File: config.mk
export PLATFORM = sky130hd
export DESIGN_NAME = arm_front
export DESIGN_NICKNAME = d
export VERILOG_FILES = /design/src/verilog/arm_pkg.sv /design/src/verilog/fetch_if.sv /design/src/verilog/arm_front.sv /design/src/verilog/control_unit.sv /design/src/verilog/id_stage.sv /design/src/verilog/if_stage.sv /design/src/verilog/if_stage_reg.sv /design/src/verilog/register_file.sv
export VERILOG_INCLUDE_DIRS = /design/src /design/src/verilog
export SDC_FILE = /design/constraint.sdc
export NUM_CORES = 1
export LEC_CHECK = 0
export CAP_MARGIN = 0
export CORE_MARGIN = 2
export CORE_UTILIZATION = 55
export CTS_BUF_LIST = sky130_fd_sc_hd__clkbuf_2
export DETAILED_ROUTE_END_ITERATION = 7
export DONT_BUFFER_PORTS = 1
export HOLD_SLACK_MARGIN = 0.02
export PLACE_DENSITY = 0.73
export SYNTH_ARGS = -nofsm -noshare
export SYNTH_HDL_FRONTEND = slang
export SYNTH_HIERARCHICAL = 1
export SYNTH_SLANG_ARGS = --single-unit
File: constraint.sdc
create_clock -name clk -period 4.31 [get_ports clk]
set_input_delay 0.2155 -clock clk [delete_from_list [all_inputs] [get_ports clk]]
set_output_delay 0.2155 -clock clk [all_outputs]
set_load 0.005 [all_outputs]
File: src/verilog/arm_defs.svh
`ifndef ARM_DEFS_SVH
`define ARM_DEFS_SVH

// Bus and datapath widths
`define ADDRESS_LEN 32
`define INSTRUCTION_LEN 32
`define REGISTER_LEN 32

// Register file addressing, R0 to R14 are stored
`define REG_ADDRESS_LEN 4
`define REG_FILE_DEPTH 15

// Execute command handed to the EX stage
`define EXECUTE_COMMAND_LEN 4

// Instruction field widths
`define SIGNED_IMMEDIATE_LEN 24
`define SHIFT_OPERAND_LEN 12

// First fetch address out of reset
`define RESET_PC 32'h0000_0000

`endif

File: src/verilog/arm_pkg.sv
`default_nettype none

`include "arm_defs.svh"

package arm_pkg;

	// Data processing and load/store layout
	typedef struct packed {
		logic [3:0] cond;
		logic [1:0] cls;
		logic imm;
		logic [3:0] opcode;
		logic s;
		logic [`REG_ADDRESS_LEN-1:0] rn;
		logic [`REG_ADDRESS_LEN-1:0] rd;
		logic [`SHIFT_OPERAND_LEN-1:0] shift_operand;
	} dp_view_t;

	// Branch layout, bits 27:25 are 101
	typedef struct packed {
		logic [3:0] cond;
		logic [1:0] cls;
		logic fixed_one;
		logic link;
		logic [`SIGNED_IMMEDIATE_LEN-1:0] offset;
	} br_view_t;

	typedef union packed {
		dp_view_t dp;
		br_view_t br;
	} instr_word_t;

	typedef enum logic [`EXECUTE_COMMAND_LEN-1:0] {
		EXE_NOP = 4'b0000,
		EXE_MOV = 4'b0001,
		EXE_ADD = 4'b0010,
		EXE_ADC = 4'b0011,
		EXE_SUB = 4'b0100,
		EXE_SBC = 4'b0101,
		EXE_AND = 4'b0110,
		EXE_ORR = 4'b0111,
		EXE_EOR = 4'b1000,
		EXE_MVN = 4'b1001
	} exe_cmd_t;

	// Address calculation for memory access runs on the adder
	localparam exe_cmd_t EXE_LDR = EXE_ADD;
	localparam exe_cmd_t EXE_STR = EXE_ADD;

	typedef struct packed {
		exe_cmd_t exe_cmd;
		logic mem_read;
		logic mem_write;
		logic wb_en;
		logic immediate;
		logic branch_taken;
		logic status_write;
	} ctrl_t;

endpackage

`default_nettype wire

File: src/verilog/fetch_if.sv
`timescale 1ns/1ps
`default_nettype none

`include "arm_defs.svh"

interface fetch_if;
	logic [`ADDRESS_LEN-1:0] pc;
	logic [`INSTRUCTION_LEN-1:0] instruction;
	logic valid;

	// Pipeline control from the top
	logic freeze;
	logic flush;

	modport src (output pc, instruction, valid, input freeze, flush);
	modport dst (input pc, instruction, valid, freeze, flush);
endinterface

`default_nettype wire

File: src/verilog/arm_front.sv
`timescale 1ns/1ps
`default_nettype none

`include "arm_defs.svh"

module arm_front (
	input  logic clk,
	input  logic rst_n,
	input  logic freeze,
	input  logic flush,
	input  logic branch_taken,
	input  logic [`ADDRESS_LEN-1:0] branch_addr,
	output logic wb_cyc,
	output logic wb_stb,
	output logic wb_we,
	output logic [`ADDRESS_LEN-1:0] wb_adr,
	input  logic wb_ack,
	input  logic [`INSTRUCTION_LEN-1:0] wb_dat_i,
	input  logic wb_en,
	input  logic [`REG_ADDRESS_LEN-1:0] wb_addr,
	input  logic [`REGISTER_LEN-1:0] wb_data,
	output logic [`ADDRESS_LEN-1:0] id_pc,
	output logic id_valid,
	output logic [`EXECUTE_COMMAND_LEN-1:0] id_exe_cmd,
	output logic id_mem_read,
	output logic id_mem_write,
	output logic id_wb_en,
	output logic id_immediate,
	output logic id_branch_taken,
	output logic id_status_write,
	output logic [`REGISTER_LEN-1:0] id_reg1,
	output logic [`REGISTER_LEN-1:0] id_reg2,
	output logic [`REG_ADDRESS_LEN-1:0] id_dest,
	output logic [`SIGNED_IMMEDIATE_LEN-1:0] id_signed_imm,
	output logic [`SHIFT_OPERAND_LEN-1:0] id_shift_operand
);
	import arm_pkg::*;

	logic [`ADDRESS_LEN-1:0] if_pc;
	logic [`INSTRUCTION_LEN-1:0] if_instruction;
	logic if_valid;
	ctrl_t id_ctrl;

	fetch_if fif ();

	assign fif.freeze = freeze;
	assign fif.flush = flush;

	if_stage u_if_stage (
		.clk(clk), .rst_n(rst_n),
		.freeze(freeze), .branch_taken(branch_taken), .branch_addr(branch_addr),
		.wb_cyc(wb_cyc), .wb_stb(wb_stb), .wb_we(wb_we), .wb_adr(wb_adr),
		.wb_ack(wb_ack), .wb_dat_i(wb_dat_i),
		.pc(if_pc), .instruction(if_instruction), .valid(if_valid)
	);

	if_stage_reg u_if_stage_reg (
		.clk(clk), .rst_n(rst_n),
		.pc(if_pc), .instruction(if_instruction), .valid(if_valid),
		.ifr(fif.src)
	);

	id_stage u_id_stage (
		.clk(clk), .rst_n(rst_n), .ifd(fif.dst),
		.wb_en(wb_en), .wb_addr(wb_addr), .wb_data(wb_data),
		.id_pc(id_pc), .id_valid(id_valid), .id_ctrl(id_ctrl),
		.id_reg1(id_reg1), .id_reg2(id_reg2), .id_dest(id_dest),
		.id_signed_imm(id_signed_imm), .id_shift_operand(id_shift_operand)
	);

	// Control bundle flattened for the EX side
	assign id_exe_cmd = id_ctrl.exe_cmd;
	assign id_mem_read = id_ctrl.mem_read;
	assign id_mem_write = id_ctrl.mem_write;
	assign id_wb_en = id_ctrl.wb_en;
	assign id_immediate = id_ctrl.immediate;
	assign id_branch_taken = id_ctrl.branch_taken;
	assign id_status_write = id_ctrl.status_write;
endmodule

`default_nettype wire

File: src/verilog/control_unit.sv
`timescale 1ns/1ps
`default_nettype none

`include "arm_defs.svh"

module control_unit (
	input  arm_pkg::instr_word_t instr,
	input  logic valid,
	output arm_pkg::ctrl_t ctrl,
	output logic two_src
);
	import arm_pkg::*;

	localparam logic [1:0] CLS_DP = 2'b00;
	localparam logic [1:0] CLS_MEM = 2'b01;
	localparam logic [1:0] CLS_BR = 2'b10;

	// ARM data processing opcodes
	localparam logic [3:0] OP_AND = 4'b0000;
	localparam logic [3:0] OP_EOR = 4'b0001;
	localparam logic [3:0] OP_SUB = 4'b0010;
	localparam logic [3:0] OP_ADD = 4'b0100;
	localparam logic [3:0] OP_ADC = 4'b0101;
	localparam logic [3:0] OP_SBC = 4'b0110;
	localparam logic [3:0] OP_TST = 4'b1000;
	localparam logic [3:0] OP_CMP = 4'b1010;
	localparam logic [3:0] OP_ORR = 4'b1100;
	localparam logic [3:0] OP_MOV = 4'b1101;
	localparam logic [3:0] OP_MVN = 4'b1111;

	always_comb begin
		ctrl = '{exe_cmd: EXE_NOP, default: 1'b0};
		two_src = 1'b0;
		if (valid) begin
			case (instr.dp.cls)
				CLS_DP: begin
					ctrl.wb_en = 1'b1;
					ctrl.status_write = instr.dp.s;
					ctrl.immediate = instr.dp.imm;
					two_src = !instr.dp.imm;
					case (instr.dp.opcode)
						OP_MOV: ctrl.exe_cmd = EXE_MOV;
						OP_MVN: ctrl.exe_cmd = EXE_MVN;
						OP_ADD: ctrl.exe_cmd = EXE_ADD;
						OP_ADC: ctrl.exe_cmd = EXE_ADC;
						OP_SUB: ctrl.exe_cmd = EXE_SUB;
						OP_SBC: ctrl.exe_cmd = EXE_SBC;
						OP_AND: ctrl.exe_cmd = EXE_AND;
						OP_ORR: ctrl.exe_cmd = EXE_ORR;
						OP_EOR: ctrl.exe_cmd = EXE_EOR;
						// Compare forms only update flags
						OP_CMP: begin
							ctrl.exe_cmd = EXE_SUB;
							ctrl.wb_en = 1'b0;
						end
						OP_TST: begin
							ctrl.exe_cmd = EXE_AND;
							ctrl.wb_en = 1'b0;
						end
						default: ctrl.wb_en = 1'b0;
					endcase
				end
				// S bit tells load from store
				CLS_MEM: begin
					ctrl.immediate = instr.dp.imm;
					if (instr.dp.s) begin
						ctrl.exe_cmd = EXE_LDR;
						ctrl.mem_read = 1'b1;
						ctrl.wb_en = 1'b1;
					end else begin
						ctrl.exe_cmd = EXE_STR;
						ctrl.mem_write = 1'b1;
						two_src = 1'b1;
					end
				end
				CLS_BR: ctrl.branch_taken = instr.br.fixed_one;
				default: ;
			endcase
		end
	end
endmodule

`default_nettype wire

File: src/verilog/id_stage.sv
`timescale 1ns/1ps
`default_nettype none

`include "arm_defs.svh"

module id_stage (
	input  logic clk,
	input  logic rst_n,
	fetch_if.dst ifd,
	input  logic wb_en,
	input  logic [`REG_ADDRESS_LEN-1:0] wb_addr,
	input  logic [`REGISTER_LEN-1:0] wb_data,
	output logic [`ADDRESS_LEN-1:0] id_pc,
	output logic id_valid,
	output arm_pkg::ctrl_t id_ctrl,
	output logic [`REGISTER_LEN-1:0] id_reg1,
	output logic [`REGISTER_LEN-1:0] id_reg2,
	output logic [`REG_ADDRESS_LEN-1:0] id_dest,
	output logic [`SIGNED_IMMEDIATE_LEN-1:0] id_signed_imm,
	output logic [`SHIFT_OPERAND_LEN-1:0] id_shift_operand
);
	import arm_pkg::*;

	instr_word_t iw;
	ctrl_t ctrl;
	logic two_src;
	logic [`REG_ADDRESS_LEN-1:0] src2;
	logic [`REGISTER_LEN-1:0] reg1;
	logic [`REGISTER_LEN-1:0] reg2;

	assign iw = ifd.instruction;

	// Store data comes from Rd, register operands from Rm
	assign src2 = ctrl.mem_write ? iw.dp.rd : iw.dp.shift_operand[`REG_ADDRESS_LEN-1:0];

	control_unit u_control_unit (
		.instr(iw),
		.valid(ifd.valid),
		.ctrl(ctrl),
		.two_src(two_src)
	);

	register_file u_register_file (
		.clk(clk),
		.rst_n(rst_n),
		.src1(iw.dp.rn),
		.src2(src2),
		.wb_en(wb_en),
		.wb_addr(wb_addr),
		.wb_data(wb_data),
		.reg1(reg1),
		.reg2(reg2)
	);

	always_ff @(posedge clk) begin
		if (!rst_n || ifd.flush) begin
			id_valid <= 1'b0;
			id_ctrl <= '{exe_cmd: EXE_NOP, default: 1'b0};
		end else if (!ifd.freeze) begin
			id_valid <= ifd.valid;
			id_ctrl <= ctrl;
		end
	end

	always_ff @(posedge clk) begin
		if (!ifd.freeze) begin
			id_pc <= ifd.pc;
			id_reg1 <= reg1;
			// Single-source forms carry no second operand
			id_reg2 <= two_src ? reg2 : '0;
			id_dest <= iw.dp.rd;
			id_signed_imm <= iw.br.offset;
			id_shift_operand <= iw.dp.shift_operand;
		end
	end
endmodule

`default_nettype wire

File: src/verilog/if_stage.sv
`timescale 1ns/1ps
`default_nettype none

`include "arm_defs.svh"

module if_stage (
	input  logic clk,
	input  logic rst_n,
	input  logic freeze,
	input  logic branch_taken,
	input  logic [`ADDRESS_LEN-1:0] branch_addr,
	output logic wb_cyc,
	output logic wb_stb,
	output logic wb_we,
	output logic [`ADDRESS_LEN-1:0] wb_adr,
	input  logic wb_ack,
	input  logic [`INSTRUCTION_LEN-1:0] wb_dat_i,
	output logic [`ADDRESS_LEN-1:0] pc,
	output logic [`INSTRUCTION_LEN-1:0] instruction,
	output logic valid
);
	localparam logic [1:0] ST_IDLE = 2'd0;
	localparam logic [1:0] ST_BUSY = 2'd1;
	localparam logic [1:0] ST_DISCARD = 2'd2;

	logic [1:0] state;
	logic [`ADDRESS_LEN-1:0] pc_reg;
	logic [`ADDRESS_LEN-1:0] redirect_pc;
	logic fetch_done;
	logic bus_wait;
	logic hold_valid;
	logic [`INSTRUCTION_LEN-1:0] hold_instr;

	// Read-only master with strobe tied to cycle
	assign wb_cyc = (state != ST_IDLE);
	assign wb_stb = wb_cyc;
	assign wb_we = 1'b0;
	assign wb_adr = pc_reg;

	assign fetch_done = (state == ST_BUSY) && wb_ack;
	assign bus_wait = wb_cyc && !wb_ack;

	// Word goes out on ack or later from the hold register after a freeze
	assign valid = !branch_taken && (fetch_done || hold_valid);
	assign instruction = hold_valid ? hold_instr : wb_dat_i;
	assign pc = fetch_done ? pc_reg + `ADDRESS_LEN'd4 : pc_reg;

	always_ff @(posedge clk) begin
		if (!rst_n) begin
			state <= ST_IDLE;
			pc_reg <= `RESET_PC;
			hold_valid <= 1'b0;
		end else begin
			// Address stays on the bus until the open cycle is acknowledged
			if (branch_taken && !bus_wait)
				pc_reg <= branch_addr;
			else if (state == ST_DISCARD && wb_ack)
				pc_reg <= redirect_pc;
			else if (fetch_done)
				pc_reg <= pc_reg + `ADDRESS_LEN'd4;

			case (state)
				ST_IDLE: if (!freeze) state <= ST_BUSY;
				// A redirect lets the bus cycle finish and drops its data
				ST_BUSY: begin
					if (wb_ack)
						state <= ST_IDLE;
					else if (branch_taken)
						state <= ST_DISCARD;
				end
				ST_DISCARD: if (wb_ack) state <= ST_IDLE;
				default: state <= ST_IDLE;
			endcase

			if (branch_taken || !freeze)
				hold_valid <= 1'b0;
			else if (fetch_done)
				hold_valid <= 1'b1;
		end
	end

	always_ff @(posedge clk) begin
		if (fetch_done && freeze)
			hold_instr <= wb_dat_i;
		// Redirect target waits here until the discarded cycle ends
		if (branch_taken && bus_wait)
			redirect_pc <= branch_addr;
	end
endmodule

`default_nettype wire

File: src/verilog/if_stage_reg.sv
`timescale 1ns/1ps
`default_nettype none

`include "arm_defs.svh"

module if_stage_reg (
	input  logic clk,
	input  logic rst_n,
	input  logic [`ADDRESS_LEN-1:0] pc,
	input  logic [`INSTRUCTION_LEN-1:0] instruction,
	input  logic valid,
	fetch_if.src ifr
);
	// Flush wins over freeze so a redirect always leaves a bubble
	always_ff @(posedge clk) begin
		if (!rst_n)
			ifr.valid <= 1'b0;
		else if (ifr.flush)
			ifr.valid <= 1'b0;
		else if (!ifr.freeze)
			ifr.valid <= valid;
	end

	always_ff @(posedge clk) begin
		if (!ifr.freeze) begin
			ifr.pc <= pc;
			ifr.instruction <= instruction;
		end
	end
endmodule

`default_nettype wire

File: src/verilog/register_file.sv
`timescale 1ns/1ps
`default_nettype none

`include "arm_defs.svh"

module register_file (
	input  logic clk,
	input  logic rst_n,
	input  logic [`REG_ADDRESS_LEN-1:0] src1,
	input  logic [`REG_ADDRESS_LEN-1:0] src2,
	input  logic wb_en,
	input  logic [`REG_ADDRESS_LEN-1:0] wb_addr,
	input  logic [`REGISTER_LEN-1:0] wb_data,
	output logic [`REGISTER_LEN-1:0] reg1,
	output logic [`REGISTER_LEN-1:0] reg2
);
	localparam logic [`REG_ADDRESS_LEN-1:0] PC_REG = `REG_FILE_DEPTH;

	logic [`REGISTER_LEN-1:0] regs [0:`REG_FILE_DEPTH-1];

	// R15 is the PC and has no storage here
	always_ff @(posedge clk) begin
		if (!rst_n) begin
			for (int i = 0; i < `REG_FILE_DEPTH; i++)
				regs[i] <= '0;
		end else if (wb_en && wb_addr != PC_REG) begin
			regs[wb_addr] <= wb_data;
		end
	end

	// Reads see the value from before a same-cycle write
	assign reg1 = (src1 == PC_REG) ? '0 : regs[src1];
	assign reg2 = (src2 == PC_REG) ? '0 : regs[src2];
endmodule

`default_nettype wire
Word-level counts from Yosys, hierarchy flattened
Memories as Yosys holds them, arrays and structs flattened. A register that Yosys moved wholly into a read port is not among the register bits. Index checks and enable logic that the tools add are counted.

Muxes and demuxes: 29. Bitwise logic cells: 2. Equality and inequality tests: 20. Reduce and logical (&&, ||, !) cells: 31. Add/sub/neg operators: 1.

Operators with widths (number): two-way mux 32 bit (4); one-hot mux 4 bit (9 select lines) (1); adder 32 x 3 -> 32 bit (second input constant) (1); OR reduction 32 bit (1); equality test 4 bit (second input constant) (7); two-way mux 28 bit (1); equality test 4 x 3 -> 1 bit (second input constant) (3); two-way mux 1 bit (11); two-way mux 10 bit (1); two-way mux 2 bit (5); OR reduction 2 bit (5); OR reduction 9 bit (1); logical AND 1 bit (8); logical NOT 1 bit (8); two-way mux 4 bit (2); one-hot mux 4 bit (2 select lines) (1); one-hot mux 2 bit (3 select lines) (1); equality test 2 x 1 -> 1 bit (second input constant) (2); equality test 2 bit (second input constant) (2); equality test 4 x 1 -> 1 bit (second input constant) (1); equality test 4 x 2 -> 1 bit (second input constant) (1); logical NOT 2 bit (2); logical NOT 4 bit (1); != test 2 bit (second input constant) (2); 8 further kinds (11).

Register bits: 239. Output and inout port bits: 182. Memories: 1. Logic and storage cells: 104. Bits in writable memories: 480. Input port bits: 107.

Memories: u_id_stage.u_register_file.regs (depth 15, bits a word 32, read ports 2, clocked after Yosys merged registers in 2, write ports 15, line register_file.sv:19) `` logic [`REGISTER_LEN-1:0] regs [0:`REG_FILE_DEPTH-1]; ``.

Logic depth before layout (Yosys ltp)
Gate-level depths: netlist (run 1).

Depth after elaboration: 8. Mapped depth: 11. Mapped depth without buffers: 8.

By module
The synthesis (run 1) kept the hierarchy.

Modules (own cells, without submodules): register_file (times used 1, sequential area each 14413.8 um2, area each 25527.0 um2, cells an instance 1840); if_stage (times used 1, sequential area each 2622.5 um2, area each 4604.4 um2, cells an instance 399); id_stage (times used 1, sequential area each 3823.7 um2, area each 4377.9 um2, cells an instance 212); if_stage_reg (times used 1, sequential area each 1941.9 um2, area each 1968.1 um2, cells an instance 68); control_unit (times used 1, sequential area each 0.0 um2, area each 183.9 um2, cells an instance 26).

Least setup slack after synthesis (run 1)
Ideal clock, no wire load.

Path type: input to register. Start: input rst_n. End: memory u_id_stage/u_register_file/regs[8][0] in the netlist's numbering (enable). Data required time: 3.844 ns. Setup time: 0.466 ns. Data arrival time: 3.153 ns. Stages: 5. Path slack: 0.691 ns. Buffers on the path: 2. Cells stage by stage: buf_4 nand2_1 or3_1 buf_6 o21ai_0.

RTL lines: start: declaration (line arm_front.sv:8) `input logic rst_n,`; end: declaration (line register_file.sv:19).

==> impl_metrics.env, run 1 <==
export IMPL_via_per_inst=6.404
export IMPL_hold_violations=0
export IMPL_fmax_mhz=265.7
export IMPL_worstHoldStart="wb_dat_i[9]"
export IMPL_clkTransAtPathRegs_ps=130
export IMPL_num_rows=94
export IMPL_port_buffers=0
export IMPL_leakagePower_uw=0.01576
export IMPL_grt_first_pass_wirelength_um=160300
export IMPL_synth_warnings=6
export IMPL_grt_setup_unrepaired="false"
export IMPL_ir_drop_v=0.0003081
export IMPL_cts_root_buf="clkbuf_2"
export IMPL_wl_per_cell_um=28.16
export IMPL_crit_path_end_kind="register"
export IMPL_r2r_start="u_if_stage_reg/ifr.instruction[27]"
export IMPL_critPathSlowestCell="nor2b_2"
export IMPL_start_util_pct=55.43
export IMPL_gp_congestion=0.8670
export IMPL_cp_num_buf_inv=2
export IMPL_h_tree_depth=4
export IMPL_finalNetCount=2998
export IMPL_cts_made_buffers=191
export IMPL_syn_area_per_cell_um2=14.36
export IMPL_tightest_slew_ps=1303
export IMPL_cp_top_family="simple AND/OR/NAND/NOR gates"
export IMPL_hpwlAfterDp_um=58470
export IMPL_crit_chain="nand2b_1 > nor3_1 > buf_4 > mux2_2 > nor2b_2 > buf_4 > a22oi_1 > o21ai_0 > and2_1"
export IMPL_fin_area_mm2=0.04235
export IMPL_path_max_fanout=18
export IMPL_critPathLaunch="u_if_stage_reg/ifr.instruction[27]"
export IMPL_antenna_found_initial=7
export IMPL_grt_overflow_total=0
export IMPL_worst_setup_path_type="register to register"
export IMPL_clk_path_buf_depth=3
export IMPL_drv_cap=0
export IMPL_crit_path_frequent_cell="buf_4"
export IMPL_grt_usage_pct=32.14
export IMPL_drt_iter0_drc=2762
export IMPL_start_kind="register"
export IMPL_ant_nets=0
export IMPL_setup_viol=0
export IMPL_largest_register_ff_count=480
export IMPL_vias=25000
export IMPL_p_per_area_mw_per_mm2=366.4
export IMPL_synth_area_mm2=0.03638
export IMPL_largest_register="u_id_stage/u_register_file/regs"
export IMPL_grt_max_degree=103
export IMPL_arrival_ps=4930
export IMPL_clk_latency_ps=1460
export IMPL_fp_coreArea_mm2=0.06563
export IMPL_cpPeakStageDelay_ps=850
export IMPL_slew_headroom_pct=13.11
export IMPL_drcViolationCount=0
export IMPL_utilization_pct=64.52
export IMPL_cts_setup_buffers=0
export IMPL_die_y_um=261.2
export IMPL_final_min_period_over_clock_period_pct=87.33
export IMPL_synth_net_count=2641
export IMPL_area_delta_synth_final_pct=16.41
export IMPL_grt_pass1_vias=26170
export IMPL_dr_pass1_iters=6
export IMPL_report_final_slew_viol_count=0
export IMPL_drive_gt1_share_pct=19.97
export IMPL_finalCriticalPeriod_ps=3764
export IMPL_required_ps=5470
export IMPL_ioPinCount=289
export IMPL_die_w_um=261.2
export IMPL_tns_ps=0
export IMPL_post_synth_inst_count=2533
export IMPL_post_dp_cell_area_mm2=0.03713
export IMPL_status="completed"
export IMPL_dieArea_mm2=0.06821
export IMPL_hold_path_class="primary input to register"
export IMPL_cts_tree="yes"
export IMPL_skew_ps=148.1
export IMPL_cts_sinks=767
export IMPL_routed_wl_um=109900
-- worst paths after layout --
| kind | endpoint | slack (ps) | depth (start not counted) |
|---|---|---|---|
| max | u_id_stage/id_reg2[3] | 550 | 9 |
| min | u_if_stage_reg/ifr.instruction[9] | 170 | 3 |
| max reg2reg | u_id_stage/id_reg2[3] | 550 | 9 |
| min reg2reg | u_id_stage/id_pc[2] | 400 | 0 |
-- routing by layer --
layer,wire (um),track usage (%),vias up
li1,-,-,10460
met1,38680,38.28,12510
met2,54430,53.37,1647
met3,11380,8.653,381
met4,5427,17.61,4
met5,28,0,-
-- timing repair --
| item | 4_1_cts | 5_1_grt |
|---|---|---|
| gates resized for setup | 0 | 0 |
| hold endpoints to repair | 1365 | 0 |
| hold buffers | 342 | 0 |
-- where the power goes --
| part | total (uW) | switching, uW | internal [uW] |
|---|---|---|---|
| sequential | 8840 | 262 | 8570 |
| clock | 4990 | 3100 | 1900 |
| combinational | 1680 | 952 | 730 |
-- cell usage in the layout, fill, tap and decap left out, types with 8 or more instances in the layout --
cell type      count
a21oi_1           25
a221oi_1          30
a22oi_1           61
a41o_1            23
and2_1           515
and3_1             9
buf_12             9
buf_4             56
clkbuf_2         269
clkinv_1          45
clkinv_2           9
dfxtp_1           47
dlygate4sd3_1    339
edfxtp_1         720
inv_1             37
mux2_2            61
mux2i_1          174
mux4_2           129
nand2_1           74
nand2b_1          10
nand3_1           40
nand4_1           13
nor2_1            24
nor2_2             8
o211ai_1          34
o21ai_0           41
o21ai_4           12
o221ai_1          32
o22ai_1           63
xnor2_1           21
xor2_1            10
-- worst register-to-register path, cell delays in order, from the launching register on --
cell	delay, ps
edfxtp_1	470
nand2b_1	290
nor3_1	240
buf_4	220
mux2_2	490
nor2b_2	860
buf_4	540
a22oi_1	160
o21ai_0	120
and2_1	170
-- through the flow --
step | std cells | total power (uW) | hold WS (ps) | setup WS, ps
global route | 3903 | 16050 | 102.0 | 454.3
global placement | 3219 | 10250 | 288.0 | 802.3
detailed placement | 3219 | 10310 | 290.5 | 762.6
floorplan | 2533 | 9871 | 285.0 | 690.9
finish | 3904 | 15510 | 167.8 | 546.2
CTS | 3898 | 15460 | 23.14 | 747.1
-- final cells by class --
cell class / count / area (um2)
clock buffer: 269 / 1346
inverter: 40 / 155.1
multi-input combinational: 1485 / 12770
tap: 864 / 1081
timing repair buffer: 405 / 4021
fill: 4612 / 23280
sequential: 767 / 22560
antenna: 6 / 15.01
clock inverter: 68 / 392.9
No activity file was read; power rests on OpenSTA's default activity.
==> inputs of run 2 (changes only) <==
--- a/config.mk
+++ b/config.mk
@@ -14,5 +14,5 @@
 export DONT_BUFFER_PORTS = 1
 export HOLD_SLACK_MARGIN = 0.02
-export PLACE_DENSITY = 0.73
+export PLACE_DENSITY = 0.75
 export SYNTH_ARGS = -nofsm -noshare
 export SYNTH_HDL_FRONTEND = slang
==> constraint.sdc (replaced) <==
create_clock -name clk -period 4.31 [get_ports clk]
set_input_delay 0 -clock clk [delete_from_list [all_inputs] [get_ports clk]]
set_output_delay 0 -clock clk [all_outputs]
set_load 0.005 [all_outputs]
==> impl_metrics.env, run 2 (same netlist as run 1, synthesis figures left out) <==
export IMPL_gp_congestion=0.8576
export IMPL_routed_wl_um=113700
export IMPL_cp_num_buf_inv=3
export IMPL_finalNetCount=3038
export IMPL_status="completed"
export IMPL_crit_path_end_kind="register"
export IMPL_grt_setup_unrepaired="false"
export IMPL_largest_register="u_id_stage/u_register_file/regs"
export IMPL_holdWs_ps=172.2
export IMPL_grt_pass1_vias=27070
export IMPL_hold_violations=0
export IMPL_regToRegSetupSlack_ps=280
export IMPL_mostFrequentLayoutCells="720 x edfxtp_1, 515 x and2_1, 368 x dlygate4sd3_1"
export IMPL_tns_ps=0
export IMPL_multi_input_area_mm2=0.01276
export IMPL_dr_pass1_iters=6
export IMPL_worst_setup_path_type="register to register"
export IMPL_fin_area_mm2=0.04272
export IMPL_dp_slack_ps=958.5
export IMPL_r2r_start="u_if_stage/state[0]"
export IMPL_critPathLaunch="u_if_stage/state[0]"
export IMPL_antenna_found_initial=8
export IMPL_crit_path_frequent_cell="dlygate4sd3_1"
export IMPL_die_w_um=261.2
export IMPL_dieArea_mm2=0.06821
export IMPL_arrival_ps=5510
export IMPL_via_per_inst=6.543
export IMPL_leakagePower_uw=0.01598
export IMPL_cts_tree="yes"
export IMPL_hpwlAfterDp_um=59580
export IMPL_start_kind="register"
export IMPL_fmax_mhz=248.1
export IMPL_p_per_area_mw_per_mm2=362.5
export IMPL_cts_setup_buffers=0
export IMPL_clk_latency_ps=1530
export IMPL_worstHoldStart="wb_data[24]"
export IMPL_final_min_period_over_clock_period_pct=93.52
export IMPL_cpPeakStageDelay_ps=700
export IMPL_critPathSlowestCell="o21a_2"
export IMPL_wl_per_cell_um=28.83
export IMPL_drv_cap=0
export IMPL_clkTransAtPathRegs_ps=130
export IMPL_ir_drop_v=0.0003986
export IMPL_cp_top_family="buffers and inverters"
export IMPL_slew_headroom_pct=5.461
export IMPL_setup_viol=0
export IMPL_ioPinCount=289
export IMPL_post_dp_cell_area_mm2=0.03725
export IMPL_required_ps=5790
export IMPL_grt_first_pass_wirelength_um=166900
export IMPL_drive_gt1_share_pct=20.16
export IMPL_final_common_cell="edfxtp_1"
export IMPL_grt_max_degree=92
export IMPL_drt_iter0_drc=3360
export IMPL_skew_ps=215.8
export IMPL_r2r_cells=8
export IMPL_clk_path_buf_depth=3
export IMPL_path_max_fanout=32
export IMPL_largest_register_ff_count=480
export IMPL_cts_sinks=767
export IMPL_cts_made_buffers=186
export IMPL_vias=25800
export IMPL_rr_endpoint="u_if_stage/wb_adr[7]"
export IMPL_fillers=4540
export IMPL_start_util_pct=55.43
export IMPL_fp_coreArea_mm2=0.06563
export IMPL_min_to="u_id_stage/u_register_file/regs[13][24]"
export IMPL_area_delta_synth_final_pct=17.44
export IMPL_seqCellArea_mm2=0.02256
export IMPL_port_buffers=0
export IMPL_utilization_pct=65.10
export IMPL_crit_chain="nor2_1 > o21a_2 > nand3_1 > dlygate4sd3_1 > o21ai_0 > dlygate4sd3_1 > a41o_1 > dlygate4sd3_1"
export IMPL_hold_path_class="primary input to register"
export IMPL_grt_usage_pct=33.56
export IMPL_drcViolationCount=0
export IMPL_tightest_slew_ps=1418
export IMPL_report_final_slew_viol_count=0
export IMPL_h_tree_depth=4
export IMPL_ant_nets=0
export IMPL_cts_root_buf="clkbuf_2"
export IMPL_num_rows=94
export IMPL_setup_ws_ps=279.1
export IMPL_min_path_cells=3
export IMPL_finalCriticalPeriod_ps=4031
export IMPL_grt_overflow_total=0
export IMPL_die_y_um=261.2
==> run 2: repair_timing <==
item                       in CTS  in global routing
setup endpoints to repair       0                  6
hold endpoints to repair     1365                  0
resized for setup               0                  1
hold buffers                  372                  0
==> run 2: metal layers <==
layer	GRT usage (%)	part of all wire (%)
met5	0	0
met1	40.26	34
met3	9.088	11
met4	20.66	5.9
met2	54.31	49
==> run 2: report_power, final <==
| part | internal [uW] | total (uW) | switching, uW |
|---|---|---|---|
| combinational | 753 | 1720 | 971 |
| sequential | 8580 | 8850 | 272 |
| clock | 1770 | 4910 | 3140 |
==> run 2: worst max path at each step <==
stage | slack, ps | cells after the start | end
after floorplan | 910 | 5 | u_id_stage/u_register_file/regs[8][0]
after global placement | 940 | 9 | u_id_stage/id_reg2[5]
after detailed placement | 960 | 9 | u_id_stage/id_reg2[5]
after CTS | 280 | 9 | u_if_stage/wb_adr[13]
after global routing | 290 | 8 | u_if_stage/wb_adr[7]
final | 280 | 8 | u_if_stage/wb_adr[7]
==> run 2: worst register-to-register path: stages (launching register included) <==
cell           delay (ps)
dfxtp_1               430
nor2_1                460
o21a_2                700
nand3_1               230
dlygate4sd3_1         650
o21ai_0               160
dlygate4sd3_1         640
a41o_1                130
dlygate4sd3_1         570
==> run 2: through the flow <==
stage               std cells  power (uW)
finish                   3944       15490
floorplan                2533        9871
global placement         3235       10260
global route             3944       16010
detailed placement       3235       10320
CTS                      3940       15360
==> run 2: cell type report <==
type,instances,area share [%]
inverter,40,0.3632
clock buffer,265,3.104
timing repair buffer,450,10.42
antenna,5,0.02929
tap,864,2.530
multi-input combinational,1485,29.87
clock inverter,68,0.8698
sequential,767,52.81
